[config.mk]
export PLATFORM = sky130hd
export DESIGN_NAME = sensorBusTop
export DESIGN_NICKNAME = d
export VERILOG_FILES = /design/src/source/sensorBusPkg.sv /design/src/source/sensorRegs.sv /design/src/source/i2cSequencer.sv /design/src/source/i2cBitEngine.sv /design/src/source/sensorBusTop.sv
export VERILOG_INCLUDE_DIRS = /design/src /design/src/source
export SDC_FILE = /design/constraint.sdc
export NUM_CORES = 1
export LEC_CHECK = 0
export BUFFER_PORTS_ARGS = -buffer_cell sky130_fd_sc_hd__buf_2
export CORE_UTILIZATION = 50
export CTS_BUF_LIST = sky130_fd_sc_hd__clkbuf_4 sky130_fd_sc_hd__clkbuf_8
export DETAILED_ROUTE_END_ITERATION = 10
export GPL_TIMING_DRIVEN = 0
export PLACE_DENSITY_LB_ADDON = 0.05
export SYNTH_ARGS = -nofsm -noshare
export SYNTH_HDL_FRONTEND = slang
export SYNTH_SLANG_ARGS = --single-unit
export TNS_END_PERCENT = 1
[constraint.sdc]
create_clock -name FSM_Clk -period 3.16 [get_ports FSM_Clk]
set_clock_uncertainty 0.1 [all_clocks]
set_input_delay 0.632 -clock FSM_Clk [delete_from_list [all_inputs] [get_ports FSM_Clk]]
set_output_delay 0.632 -clock FSM_Clk [all_outputs]
set_load 0.05 [all_outputs]
[src/source/sensorBus_settings.svh]
`ifndef SENSORBUS_SETTINGS_SVH
`define SENSORBUS_SETTINGS_SVH

// Bus widths
`define SB_DATA_W       8
`define SB_DEV_W        7
`define SB_AXI_AW       8
`define SB_AXI_DW       32

// Register offsets
`define SB_REG_CTRL     8'h00
`define SB_REG_DEV      8'h04
`define SB_REG_ADDR     8'h08
`define SB_REG_WDATA    8'h0C
`define SB_REG_STATUS   8'h10
`define SB_REG_RDATA    8'h14

// FSM_Clk cycles per quarter bit, 1 to 255
`define SB_QUARTER_CLKS 1

`endif

[src/source/sensorBusPkg.sv]
`default_nettype none

package sensorBusPkg;

    typedef enum logic [1:0] {
        cmdNone  = 2'd0,
        cmdWrite = 2'd1,
        cmdRead  = 2'd2
    } busCmd_t;

    // Steps the bit engine can carry out
    typedef enum logic [2:0] {
        stepStart,
        stepRestart,
        stepStop,
        stepSendByte,
        stepRecvNack
    } busStep_t;

    typedef enum logic [3:0] {
        sIdle,
        sStart,
        sDevW,
        sReg,
        sData,
        sRestart,
        sDevR,
        sRecv,
        sStop,
        sWait
    } seqState_t;

endpackage

`default_nettype wire

[src/source/sensorRegs.sv]
`timescale 1ns/1ps
`default_nettype none

`include "sensorBus_settings.svh"

module sensorRegs
    import sensorBusPkg::*;
(
    input  wire                   FSM_Clk,
    input  wire                   rstN,
    input  wire [`SB_AXI_AW-1:0]  awAddr,
    input  wire                   awValid,
    output logic                  awReady,
    input  wire [`SB_AXI_DW-1:0]  wData,
    input  wire [3:0]             wStrb,
    input  wire                   wValid,
    output logic                  wReady,
    output logic [1:0]            bResp,
    output logic                  bValid,
    input  wire                   bReady,
    input  wire [`SB_AXI_AW-1:0]  arAddr,
    input  wire                   arValid,
    output logic                  arReady,
    output logic [`SB_AXI_DW-1:0] rData,
    output logic [1:0]            rResp,
    output logic                  rValid,
    input  wire                   rReady,
    output logic                  cmdStart,
    output busCmd_t               cmdOp,
    output logic [`SB_DEV_W-1:0]  devAddr,
    output logic [`SB_DATA_W-1:0] regAddr,
    output logic [`SB_DATA_W-1:0] wrData,
    input  wire                   busy,
    input  wire                   ackError,
    input  wire [`SB_DATA_W-1:0]  rdByte,
    input  wire                   rdValid
);

    logic                  wrFire;
    logic                  wrOffer;
    logic [`SB_DATA_W-1:0] rdData;
    logic [`SB_AXI_DW-1:0] readMux;

    assign wrOffer = awValid && wValid && !bValid && !awReady;
    assign wrFire  = awReady && awValid && wValid;
    assign bResp   = 2'b00;
    assign rResp   = 2'b00;

    always_ff @(posedge FSM_Clk) begin
        if (!rstN) begin
            awReady  <= 1'b0;
            wReady   <= 1'b0;
            bValid   <= 1'b0;
            cmdStart <= 1'b0;
            cmdOp    <= cmdNone;
            devAddr  <= '0;
            regAddr  <= '0;
            wrData   <= '0;
        end else begin
            cmdStart <= 1'b0;
            awReady  <= wrOffer;
            wReady   <= wrOffer;
            if (wrFire) begin
                bValid <= 1'b1;
                if (wStrb[0]) begin
                    case (awAddr)
                        `SB_REG_CTRL: begin
                            // Only a real command starts a transaction
                            if (wData[1:0] == cmdWrite || wData[1:0] == cmdRead) begin
                                cmdStart <= 1'b1;
                                cmdOp    <= busCmd_t'(wData[1:0]);
                            end
                        end
                        `SB_REG_DEV:   devAddr <= wData[`SB_DEV_W-1:0];
                        `SB_REG_ADDR:  regAddr <= wData[`SB_DATA_W-1:0];
                        `SB_REG_WDATA: wrData  <= wData[`SB_DATA_W-1:0];
                        default: ;
                    endcase
                end
            end else if (bValid && bReady) begin
                bValid <= 1'b0;
            end
        end
    end

    always_comb begin
        case (arAddr)
            `SB_REG_CTRL:   readMux = `SB_AXI_DW'(cmdOp);
            `SB_REG_DEV:    readMux = `SB_AXI_DW'(devAddr);
            `SB_REG_ADDR:   readMux = `SB_AXI_DW'(regAddr);
            `SB_REG_WDATA:  readMux = `SB_AXI_DW'(wrData);
            `SB_REG_STATUS: readMux = `SB_AXI_DW'({ackError, busy});
            `SB_REG_RDATA:  readMux = `SB_AXI_DW'(rdData);
            default:        readMux = '0;
        endcase
    end

    always_ff @(posedge FSM_Clk) begin
        if (!rstN) begin
            arReady <= 1'b0;
            rValid  <= 1'b0;
        end else if (arReady && arValid) begin
            arReady <= 1'b0;
            rValid  <= 1'b1;
        end else if (rValid) begin
            if (rReady) begin
                rValid <= 1'b0;
            end
        end else begin
            arReady <= 1'b1;
        end
    end

    always_ff @(posedge FSM_Clk) begin
        if (arReady && arValid) begin
            rData <= readMux;
        end
        if (rdValid) begin
            rdData <= rdByte;
        end
    end

endmodule

`default_nettype wire

[src/source/i2cSequencer.sv]
`timescale 1ns/1ps
`default_nettype none

`include "sensorBus_settings.svh"

module i2cSequencer
    import sensorBusPkg::*;
(
    input  wire                   FSM_Clk,
    input  wire                   rstN,
    input  wire                   cmdStart,
    input  wire busCmd_t          cmdOp,
    input  wire [`SB_DEV_W-1:0]   devAddr,
    input  wire [`SB_DATA_W-1:0]  regAddr,
    input  wire [`SB_DATA_W-1:0]  wrData,
    input  wire                   stepDone,
    input  wire [`SB_DATA_W-1:0]  rxByte,
    input  wire                   ackMissing,
    output logic                  busy,
    output logic                  ackError,
    output logic [`SB_DATA_W-1:0] rdByte,
    output logic                  rdValid,
    output logic                  stepValid,
    output busStep_t              step,
    output logic [`SB_DATA_W-1:0] txByte
);

    seqState_t state;
    seqState_t nextState;
    busCmd_t   op;

    // Step request and successor for each state
    always_comb begin
        stepValid = 1'b1;
        step      = stepSendByte;
        txByte    = '0;
        nextState = sIdle;
        case (state)
            sStart: begin
                step      = stepStart;
                nextState = sDevW;
            end
            sDevW: begin
                txByte    = {devAddr, 1'b0};
                nextState = sReg;
            end
            sReg: begin
                txByte    = regAddr;
                nextState = (op == cmdWrite) ? sData : sRestart;
            end
            sData: begin
                txByte    = wrData;
                nextState = sStop;
            end
            sRestart: begin
                step      = stepRestart;
                nextState = sDevR;
            end
            sDevR: begin
                txByte    = {devAddr, 1'b1};
                nextState = sRecv;
            end
            sRecv: begin
                step      = stepRecvNack;
                nextState = sStop;
            end
            sStop: begin
                step      = stepStop;
                nextState = sWait;
            end
            default: stepValid = 1'b0;
        endcase
    end

    always_ff @(posedge FSM_Clk) begin
        if (!rstN) begin
            state    <= sIdle;
            op       <= cmdNone;
            busy     <= 1'b0;
            ackError <= 1'b0;
            rdValid  <= 1'b0;
        end else begin
            rdValid <= 1'b0;
            case (state)
                sIdle: begin
                    if (cmdStart && cmdOp != cmdNone) begin
                        op       <= cmdOp;
                        busy     <= 1'b1;
                        ackError <= 1'b0;
                        state    <= sStart;
                    end
                end
                sWait: begin
                    busy    <= 1'b0;
                    rdValid <= (op == cmdRead);
                    state   <= sIdle;
                end
                default: begin
                    if (stepDone) begin
                        // Missing ACK is recorded, the transaction still runs to its stop
                        if (step == stepSendByte) begin
                            ackError <= ackError | ackMissing;
                        end
                        state <= nextState;
                    end
                end
            endcase
        end
    end

    always_ff @(posedge FSM_Clk) begin
        if (state == sRecv && stepDone) begin
            rdByte <= rxByte;
        end
    end

endmodule

`default_nettype wire

[src/source/i2cBitEngine.sv]
`timescale 1ns/1ps
`default_nettype none

`include "sensorBus_settings.svh"

module i2cBitEngine
    import sensorBusPkg::*;
(
    input  wire                   FSM_Clk,
    input  wire                   rstN,
    input  wire                   stepValid,
    input  wire busStep_t         step,
    input  wire [`SB_DATA_W-1:0]  txByte,
    input  wire                   sdaIn,
    output logic                  stepDone,
    output logic [`SB_DATA_W-1:0] rxByte,
    output logic                  ackMissing,
    output logic                  scl,
    output logic                  sdaLow
);

    localparam logic [7:0] quarterLast = 8'(`SB_QUARTER_CLKS - 1);

    busStep_t              curStep;
    logic                  active;
    logic                  accept;
    logic                  tick;
    logic                  lastBit;
    logic                  stepEnd;
    logic                  sclHigh;
    logic                  sclLevel;
    logic                  sdaLowLevel;
    logic [7:0]            qCnt;
    logic [1:0]            phase;
    logic [3:0]            bitCnt;
    logic [`SB_DATA_W-1:0] shiftReg;

    // No new step in the cycle that reports the previous one done
    assign accept  = !active && stepValid && !stepDone;
    assign tick    = (qCnt == quarterLast);
    assign lastBit = (bitCnt == 4'(`SB_DATA_W));
    assign stepEnd = tick && (phase == 2'd3) &&
                     (lastBit || (curStep != stepSendByte && curStep != stepRecvNack));
    assign sclHigh = (phase == 2'd1) || (phase == 2'd2);
    assign rxByte  = shiftReg;

    // Bus levels for the current quarter
    always_comb begin
        case (curStep)
            stepStart: begin
                sclLevel    = (phase != 2'd3);
                sdaLowLevel = (phase != 2'd0);
            end
            stepRestart: begin
                sclLevel    = sclHigh;
                sdaLowLevel = phase[1];
            end
            stepStop: begin
                sclLevel    = (phase != 2'd0);
                sdaLowLevel = (phase != 2'd3);
            end
            stepSendByte: begin
                sclLevel    = sclHigh;
                sdaLowLevel = !lastBit && !shiftReg[`SB_DATA_W-1];
            end
            default: begin
                // Receive bits and the closing NACK leave SDA released
                sclLevel    = sclHigh;
                sdaLowLevel = 1'b0;
            end
        endcase
    end

    always_ff @(posedge FSM_Clk) begin
        if (!rstN) begin
            curStep    <= stepStart;
            active     <= 1'b0;
            stepDone   <= 1'b0;
            ackMissing <= 1'b0;
            qCnt       <= '0;
            phase      <= '0;
            bitCnt     <= '0;
            scl        <= 1'b1;
            sdaLow     <= 1'b0;
        end else begin
            stepDone <= 1'b0;
            if (accept) begin
                curStep    <= step;
                active     <= 1'b1;
                ackMissing <= 1'b0;
                qCnt       <= '0;
                phase      <= '0;
                bitCnt     <= '0;
            end else if (active) begin
                scl    <= sclLevel;
                sdaLow <= sdaLowLevel;
                if (tick && phase == 2'd2 && lastBit) begin
                    ackMissing <= sdaIn;
                end
                if (tick) begin
                    qCnt  <= '0;
                    phase <= phase + 2'd1;
                    if (stepEnd) begin
                        active   <= 1'b0;
                        stepDone <= 1'b1;
                    end else if (phase == 2'd3) begin
                        bitCnt <= bitCnt + 4'd1;
                    end
                end else begin
                    qCnt <= qCnt + 8'd1;
                end
            end
        end
    end

    // MSB first in both directions
    always_ff @(posedge FSM_Clk) begin
        if (accept) begin
            shiftReg <= txByte;
        end else if (active && tick && !lastBit) begin
            if (curStep == stepSendByte && phase == 2'd3) begin
                shiftReg <= {shiftReg[`SB_DATA_W-2:0], 1'b0};
            end else if (curStep == stepRecvNack && phase == 2'd2) begin
                shiftReg <= {shiftReg[`SB_DATA_W-2:0], sdaIn};
            end
        end
    end

endmodule

`default_nettype wire

[src/source/sensorBusTop.sv]
`timescale 1ns/1ps
`default_nettype none

`include "sensorBus_settings.svh"

module sensorBusTop
    import sensorBusPkg::*;
(
    input  wire                   FSM_Clk,
    input  wire                   rstN,
    input  wire [`SB_AXI_AW-1:0]  awAddr,
    input  wire                   awValid,
    output logic                  awReady,
    input  wire [`SB_AXI_DW-1:0]  wData,
    input  wire [3:0]             wStrb,
    input  wire                   wValid,
    output logic                  wReady,
    output logic [1:0]            bResp,
    output logic                  bValid,
    input  wire                   bReady,
    input  wire [`SB_AXI_AW-1:0]  arAddr,
    input  wire                   arValid,
    output logic                  arReady,
    output logic [`SB_AXI_DW-1:0] rData,
    output logic [1:0]            rResp,
    output logic                  rValid,
    input  wire                   rReady,
    output logic                  scl,
    output logic                  sdaLow,
    input  wire                   sdaIn
);

    // Host side
    logic                  cmdStart;
    busCmd_t               cmdOp;
    logic [`SB_DEV_W-1:0]  devAddr;
    logic [`SB_DATA_W-1:0] regAddr;
    logic [`SB_DATA_W-1:0] wrData;
    logic                  busy;
    logic                  ackError;
    logic [`SB_DATA_W-1:0] rdByte;
    logic                  rdValid;

    // Step handover
    logic                  stepValid;
    busStep_t              step;
    logic [`SB_DATA_W-1:0] txByte;
    logic                  stepDone;
    logic [`SB_DATA_W-1:0] rxByte;
    logic                  ackMissing;

    sensorRegs uRegs (.*);

    i2cSequencer uSeq (.*);

    i2cBitEngine uEngine (.*);

endmodule

`default_nettype wire

Word-level counts from Yosys, hierarchy flattened
Index checks and enable logic that the tools add are counted.
{ "totals": {"reg_bits": 117, "input_bits": 60, "elab_cells": 168, "out_inout_bits": 43} }
{ "classes": {"mux": 33, "reduce_logical": 64, "bitwise_logic": 7, "add_sub_neg": 3, "eq_ne": 34} }
{ "op_table": {"columns": ["op", "n"], "rows": [
  ["case mux 8 bit (6 select lines)", 1],
  ["2-to-1 mux 8 bit", 5],
  ["== test 8 x 4 -> 1 bit, second input constant", 4],
  ["case mux 8 bit (4 select lines)", 1],
  ["case mux 4 bit (7 select lines)", 1],
  ["logical NOT 8 bit", 3],
  ["logical AND 1 bit", 21],
  ["2-to-1 mux 1 bit", 17],
  ["== test 4 x 3 -> 1 bit, second input constant", 4],
  ["== test 8 x 3 -> 1 bit, second input constant", 2],
  ["== test 8 x 5 -> 1 bit, second input constant", 2],
  ["AND reduction 2 bit", 8],
  ["AND reduction 4 bit", 4],
  ["nonzero test 2 bit", 7],
  ["== test 4 bit, second input constant", 3],
  ["case mux 3 bit (4 select lines)", 1],
  ["== test 3 x 2 -> 1 bit, second input constant", 3],
  ["AND reduction 3 bit", 3],
  ["adder 8 x 1 -> 8 bit, second input constant", 1],
  ["== test 2 bit, second input constant", 4],
  ["== test 4 x 2 -> 1 bit, second input constant", 2],
  ["2-to-1 mux 4 bit", 2],
  ["case mux 4 bit (2 select lines)", 1],
  ["OR reduction 8 bit", 1],
  ["21 further kinds", 40]
]} }

Depth between registers and ports, before layout
Gate-level depths: netlist of the first run.
{ "depth": {"depth_word": 8, "mapped_depth": 7, "ltp_nobuf": 6} }

Cells and area by module
Synthesis of the first run repeated with hierarchy kept, for this count alone.
{ "unflattened": {"cells_unflattened": 460, "area_unflattened_um2": 4619.4} }
{ "by_module_without_submodules": {"columns": ["module", "n_inst", "area_each_um2", "seq_area_each_um2", "cells_each"], "rows": [
  ["sensorRegs", 1, 2167.1, 1081.0, 199],
  ["i2cBitEngine", 1, 1480.2, 680.7, 163],
  ["i2cSequencer", 1, 972.2, 420.4, 98]
]} }

Worst setup path before layout of the first run
No wires, ideal clock.
{ "synth_timing": {"path_type": "reg-to-reg", "start": "register uEngine.qCnt[0]", "end": "register uEngine.shiftReg[0] (netlist: uEngine.rxByte[0]) (enable)", "slack_ns": 0.949, "arrival_time_ns": 1.725, "synth_period_minus_slack_ns": 2.211, "path_buffers": 0, "setup_time_ns": 0.387, "path_stages_with_launch": 6, "required_ns": 2.673, "cell_sequence": "dfxtp_1 -> inv_1 -> ha_1 -> nor4b_4 -> nand2_2 -> o31ai_1"} }
{ "synth_via": {"elab_chain_len": 5} }
{ "synth_rtl": {"columns": ["element", "line", "text"], "rows": [
  ["start: declaration", "i2cBitEngine.sv:33", "logic [7:0] qCnt;"],
  ["start signal: assignment", "i2cBitEngine.sv:110", "qCnt <= qCnt + 8'd1;"],
  ["logical NOT 8 bit", "i2cBitEngine.sv:40", "assign tick = (qCnt == quarterLast);"],
  ["logical AND 1 bit (2 in series)", "i2cBitEngine.sv:120", "end else if (active && tick && !lastBit) begin"],
  ["nonzero test 2 bit (no source line)", null, null],
  ["AND reduction 2 bit (no source line)", null, null],
  ["end signal: assignment", "i2cBitEngine.sv:119", "shiftReg <= txByte;"],
  ["end signal: assignment", "i2cBitEngine.sv:122", "shiftReg <= {shiftReg[`SB_DATA_W-2:0], 1'b0};"],
  ["end signal: assignment", "i2cBitEngine.sv:124", "shiftReg <= {shiftReg[`SB_DATA_W-2:0], sdaIn};"],
  ["end: declaration", "i2cBitEngine.sv:36", "logic [`SB_DATA_W-1:0] shiftReg;"]
]} }
No other way between the ends.
A chain may end at the register's enable or synchronous reset.

Worst setup path in the final report of the first run
{ "layout_timing": {"start": "register uEngine.qCnt[0]", "end": "register uEngine.shiftReg[1] (netlist: uEngine.rxByte[1]) (enable)"} }
The elaborated chain is that of the path after synthesis.

==> impl_metrics.tcl, run 1 <==
set metrics [dict create \
    slowest_delay_ns 1.01 \
    htree_levels 3 \
    drive_above_1_share 0.212 \
    rsz0062_at_grt "false" \
    place_inst 639 \
    hold_viol_final 0 \
    setup_viol 0 \
    fillCellCount 786 \
    endpoint_kind "flip-flop" \
    numCtsBuffers 9 \
    clock.fmax_ghz 0.374 \
    die_area_um2 9570 \
    gr-usage-all-layers 0.215 \
    setup_slack_ns 0.489 \
    post-route-drc-count 22 \
    slew_headroom 0.207 \
    async_reset_ff_frac 0 \
    antenna_found_initial 0 \
    worst_path_dominant_cell_family "compound AO/OA/AOI/OAI gates" \
    synth_area_um2 4590 \
    leakage_nw 2.15 \
    crit_type "reg -> reg" \
    tightest_slew_ns 1.18 \
    hpwlAfterDp_um 7110 \
    synth-main-ff-cell "dfxtp_1" \
    status "finished, violations left" \
    vias 3527 \
    required_ns 3.04 \
    synth-seq-area-share 0.475 \
    layout.nets 609 \
    clk_pin_slew_ns 0.10 \
    whs_ns 0.327 \
    synth_area_per_cell_um2 10.0 \
    maxCapViolCount 0 \
    final_cell_mix "dfxtp_1, nor2_1, buf_2, mux2i_1, edfxtp_1" \
    cp.arrival_ns 2.55 \
    start_kind "flip-flop" \
    yosysWarnings 0 \
    period_share 0.845 \
    rows 34 \
    wl_um 9780 \
    io_buffers 45 \
    pre_cts_slack_ns 0.376 \
    start_util 0.521 \
    ctsResizeCount 0 \
    cts_tree "built" \
    pin_count 103 \
    grt_pass1_vias 3203 \
    area_growth_pct 14.1 \
    worst-path-buf-inv 1 \
    die_w_um 97.8 \
    dieHeight_um 97.8 \
    ant_nets 0 \
    cp_cell_sequence "inv_1 > ha_1 > nor4b_4 > nand2_2 > o31ai_1" \
    worst_skew_pair.late_latency_ns 0.37 \
    clk_path_buf_depth 2 \
    synth_top_area_frac 0.266 \
    grt_pass1_wl_um 16500 \
    drv_slew 0 \
    drt-pass1-iter-count 8 \
    gp_congestion 0.819 \
    layoutNonFillerInstCount 655 \
    yosys.area.top_type "dfxtp_1" \
    synthCells 459 \
    wire_per_inst_um 14.9 \
    cts.sinks 93 \
    peakVddDrop_uv 351 \
    synth-edff-count 32 \
    violations "design-rule violations" \
    crit_path_max_fanout 8 \
    cts-root-buf "clkbuf_8" \
    diodes 0 \
    synth_area_leaders "dfxtp_1, edfxtp_1, mux2i_1" \
    stdcell_area_um2 5240 \
    postSynthRegisterBits 93 \
    postCtsSetupBuffers 0 \
    grt_max_degree 18 \
    netlist-cell-type-count 62 \
    core_um2 8810 \
    hold_path_class "reg -> reg" \
    placed_area_um2 5050 \
    ctsHoldBuffers 0 \
    drtIter0Drc 203 \
    grt.overflow.total 0 \
    power.density_nw_per_um2 553 \
    setup_tns_ns 0 \
    final_common_cell "dfxtp_1" \
    crit_slowest_cell "o31ai_1" \
    vias_per_cell 5.38 \
    period_needed_ns 2.67 \
]
-- layout make-up --
cell class	instances	area, um2	share of cell area
Inverter	13	48.8	0.00931
Clock buffer	9	124	0.0236
Timing Repair Buffer	45	225	0.0430
Sequential cell	93	2180	0.416
Multi-Input combinational cell	332	2170	0.414
Buffer	48	299	0.0571
Tap cell	108	135	0.0258
Clock inverter	7	57.6	0.0110
-- report_power, final --
part / total, W / switching [W] / internal (W)
registers: 0.00142 / 0.0000636 / 0.00136
logic: 0.000733 / 0.000473 / 0.000259
clock network: 0.000746 / 0.000448 / 0.000297
total: 0.00290 / 0.000985 / 0.00192
-- metal layers --
layer	track usage	share of wire	vias up
met2	0.346	0.46	106
met5	0	0	-
met4	0.0734	0.011	0
li1	-	-	1756
met3	0.0315	0.048	9
met1	0.298	0.48	1656
-- path summary, 6_finish.rpt --
path                                      from                          end  slack [ns]  cells past startpoint
setup / recovery  uEngine.qCnt[0]$_SDFFE_PP0P_  uEngine.rxByte[1]$_DFFE_PP_        0.49                      5
hold / removal        uSeq.rdByte[2]$_DFFE_PP_    uRegs.rdData[2]$_DFFE_PP_        0.33                      0
setup reg to reg  uEngine.qCnt[0]$_SDFFE_PP0P_  uEngine.rxByte[1]$_DFFE_PP_        0.49                      5
hold reg to reg       uSeq.rdByte[2]$_DFFE_PP_    uRegs.rdData[2]$_DFFE_PP_        0.33                      0
-- cells by family after synthesis --
kind of cell,synth area share
buf+inv,0.0757
flops,0.475
xor+xnor,0.0191
simple gates,0.193
compound gates,0.116
other cells,0.000817
mux,0.101
fa+ha+maj,0.0191
-- cells in the mapped netlist (all sizes together), types with 6 or more instances --
cell,number
nand4,9
nand3,11
inv,13
nor2,55
mux2i,35
a22o,7
xnor2,7
dfxtp,61
nand2,27
edfxtp,32
clkbuf,12
mux2,6
nor3,7
buf,36
o21ai,19
nor2b,16
a21oi,27
ha,7
-- per-stage QoR --
| step | utilization | power (W) |
|---|---|---|
| 2_1_floorplan | - | 0.00200 |
| 3_3_place_gp | 0.574 | 0.00217 |
| 3_5_place_dp | 0.574 | 0.00218 |
| 4_1_cts | 0.594 | 0.00292 |
| 5_1_grt | 0.595 | 0.00306 |
| 6_report | 0.595 | 0.00290 |
-- registers in the layout, summed over array words and instances (netlist names), 2 cells and up --
name             cells
uRegs.rData          8
uSeq.rdByte          8
uEngine.phase        2
uSeq.state           4
uRegs.devAddr        7
uEngine.rxByte       8
uRegs.regAddr        8
uRegs.cmdOp          2
uEngine.bitCnt       4
uRegs.rdData         8
uRegs.wrData         8
uEngine.curStep      3
uSeq.op              2
uEngine.qCnt         8
No activity file was read; power rests on OpenSTA's default activity.
==> run 2: changes to the inputs <==
==> constraint.sdc (replaced) <==
create_clock -name FSM_Clk -period 2.6 [get_ports FSM_Clk]
set_clock_uncertainty 0.1 [all_clocks]
set_input_delay 0.52 -clock FSM_Clk [delete_from_list [all_inputs] [get_ports FSM_Clk]]
set_output_delay 0.52 -clock FSM_Clk [all_outputs]
set_load 0.05 [all_outputs]
==> run 2 against run 1 <==
Against the previous run: the flow still finishes with violations (design-rule violations); register-to-register slack got worse by 0.22 ns; final cell count unchanged; critical path type unchanged; first-iteration DRC count unchanged; hold slack got worse by 0.025 ns.
==> impl_metrics.tcl, run 2 (synthesis gave the netlist of run 1 again) <==
set metrics [dict create \
    reg2regPathDepth 5 \
    ant_nets 0 \
    pin_count 103 \
    post-route-drc-count 22 \
    dr_wl_met3_um 441 \
    vias 3512 \
    multi_input_area_um2 2170 \
    rows 34 \
    layout.nets 609 \
    wl_um 9800 \
    grt_pass1_vias 3203 \
    numCtsBuffers 9 \
    area_growth_pct 14.3 \
    wire_per_inst_um 15.0 \
    clk_path_buf_depth 2 \
    setup_tns_ns 0 \
    drt-pass1-iter-count 9 \
    wl_met1_um 4720 \
    postCtsSetupBuffers 0 \
    cp.arrival_ns 2.23 \
    gp_congestion 0.819 \
    dieHeight_um 97.8 \
    status "finished, violations left" \
    hpwlAfterDp_um 7110 \
    violations "design-rule violations" \
    hold_path_startpoint "wValid" \
    crit_type "reg -> reg" \
    leakage_nw 2.15 \
    die_w_um 97.8 \
    start_kind "flip-flop" \
    antenna_found_initial 0 \
    maxCapViolCount 0 \
    diodes 0 \
    gr-usage-all-layers 0.215 \
    top_layer "met4" \
    slew_headroom 0.474 \
    power.density_nw_per_um2 673 \
    clk_pin_slew_ns 0.09 \
    period_needed_ns 2.33 \
    tightest_slew_ns 0.788 \
    period_share 0.898 \
    final_cell_mix "dfxtp_1, nor2_1, buf_2, mux2i_1, edfxtp_1" \
    hold_path_class "in -> reg" \
    worst_skew_pair.late_latency_ns 0.37 \
    timing.rr.start "uEngine.qCnt[0]$_SDFFE_PP0P_" \
    layoutNonFillerInstCount 655 \
    ctsResizeCount 1 \
    grt.overflow.total 0 \
    startpoint "uEngine.qCnt[0]$_SDFFE_PP0P_" \
    start_util 0.521 \
    peakVddDrop_uv 427 \
    die_area_um2 9570 \
    cts-root-buf "clkbuf_8" \
    io_buffers 45 \
    core_um2 8810 \
    drv_slew 0 \
    endpoint_kind "flip-flop" \
    required_ns 2.49 \
    pre_cts_slack_ns -0.184 \
    hold_viol_final 0 \
    cts_tree "built" \
    final_common_cell "dfxtp_1" \
    clock.fmax_ghz 0.428 \
    wl_met2_um 4520 \
    vias_per_cell 5.36 \
    crit_path_max_fanout 8 \
    place_inst 639 \
    hold_depth 3 \
    fillCellCount 785 \
    setup_viol 0 \
    drive_above_1_share 0.214 \
    rsz0062_at_grt "false" \
    grt_pass1_wl_um 16500 \
    drtIter0Drc 203 \
    seq_area_um2 2180 \
    ctsHoldBuffers 0 \
    grt_max_degree 18 \
    htree_levels 3 \
    cts.sinks 93 \
    setup_slack_ns 0.266 \
]
## run 2: power breakdown
part | internal [W] | total [W] | switching [W]
registers | 0.00165 | 0.00173 | 0.0000775
clock network | 0.000361 | 0.000907 | 0.000546
logic | 0.000318 | 0.000896 | 0.000578
total | 0.00233 | 0.00353 | 0.00120
## run 2: worst max-delay path, cell delays in order, from the launching register on
cell and delay (ns):
dfxtp_1 0.36, inv_1 0.09, ha_1 0.14, nor4b_4 0.37, nand2_2 0.22, o31ai_2 0.68
## run 2: layer usage
| metal | track usage | up-vias |
|---|---|---|
| met5 | 0 | - |
| met4 | 0.0734 | 0 |
| met1 | 0.298 | 1654 |
| met2 | 0.346 | 95 |
| met3 | 0.0315 | 9 |
| li1 | - | 1754 |
## run 2: path summary, 6_finish.rpt
kind	end	slack [ns]
worst min-delay path	uRegs.awReady$_SDFF_PN0_	0.30
worst min register to register	uRegs.rdData[2]$_DFFE_PP_	0.33
worst max register to register	uEngine.rxByte[1]$_DFFE_PP_	0.27
worst max-delay path	uEngine.rxByte[1]$_DFFE_PP_	0.27
## run 2: area by class of cell
type                       count  share of cell area
sequential                    93               0.416
clock buffer                   9              0.0236
inverter                      13             0.00930
clock inverter                 7              0.0110
timing repair buffer          45              0.0429
buffer                        48              0.0570
multi-input combinational    332               0.415
tap                          108              0.0258
## run 2: metrics by stage
| stage | hold slack [ns] | area [um2] | total power (W) | utilization |
|---|---|---|---|---|
| after CTS | 0.298 | 5240 | 0.00355 | 0.595 |
| after global placement | 0.301 | 5050 | 0.00264 | 0.574 |
| after detailed placement | 0.305 | 5050 | 0.00265 | 0.574 |
| after global routing | 0.305 | 5250 | 0.00372 | 0.596 |
| after floorplan | 0.300 | 4690 | 0.00243 | - |
| final | 0.303 | 5250 | 0.00353 | 0.596 |
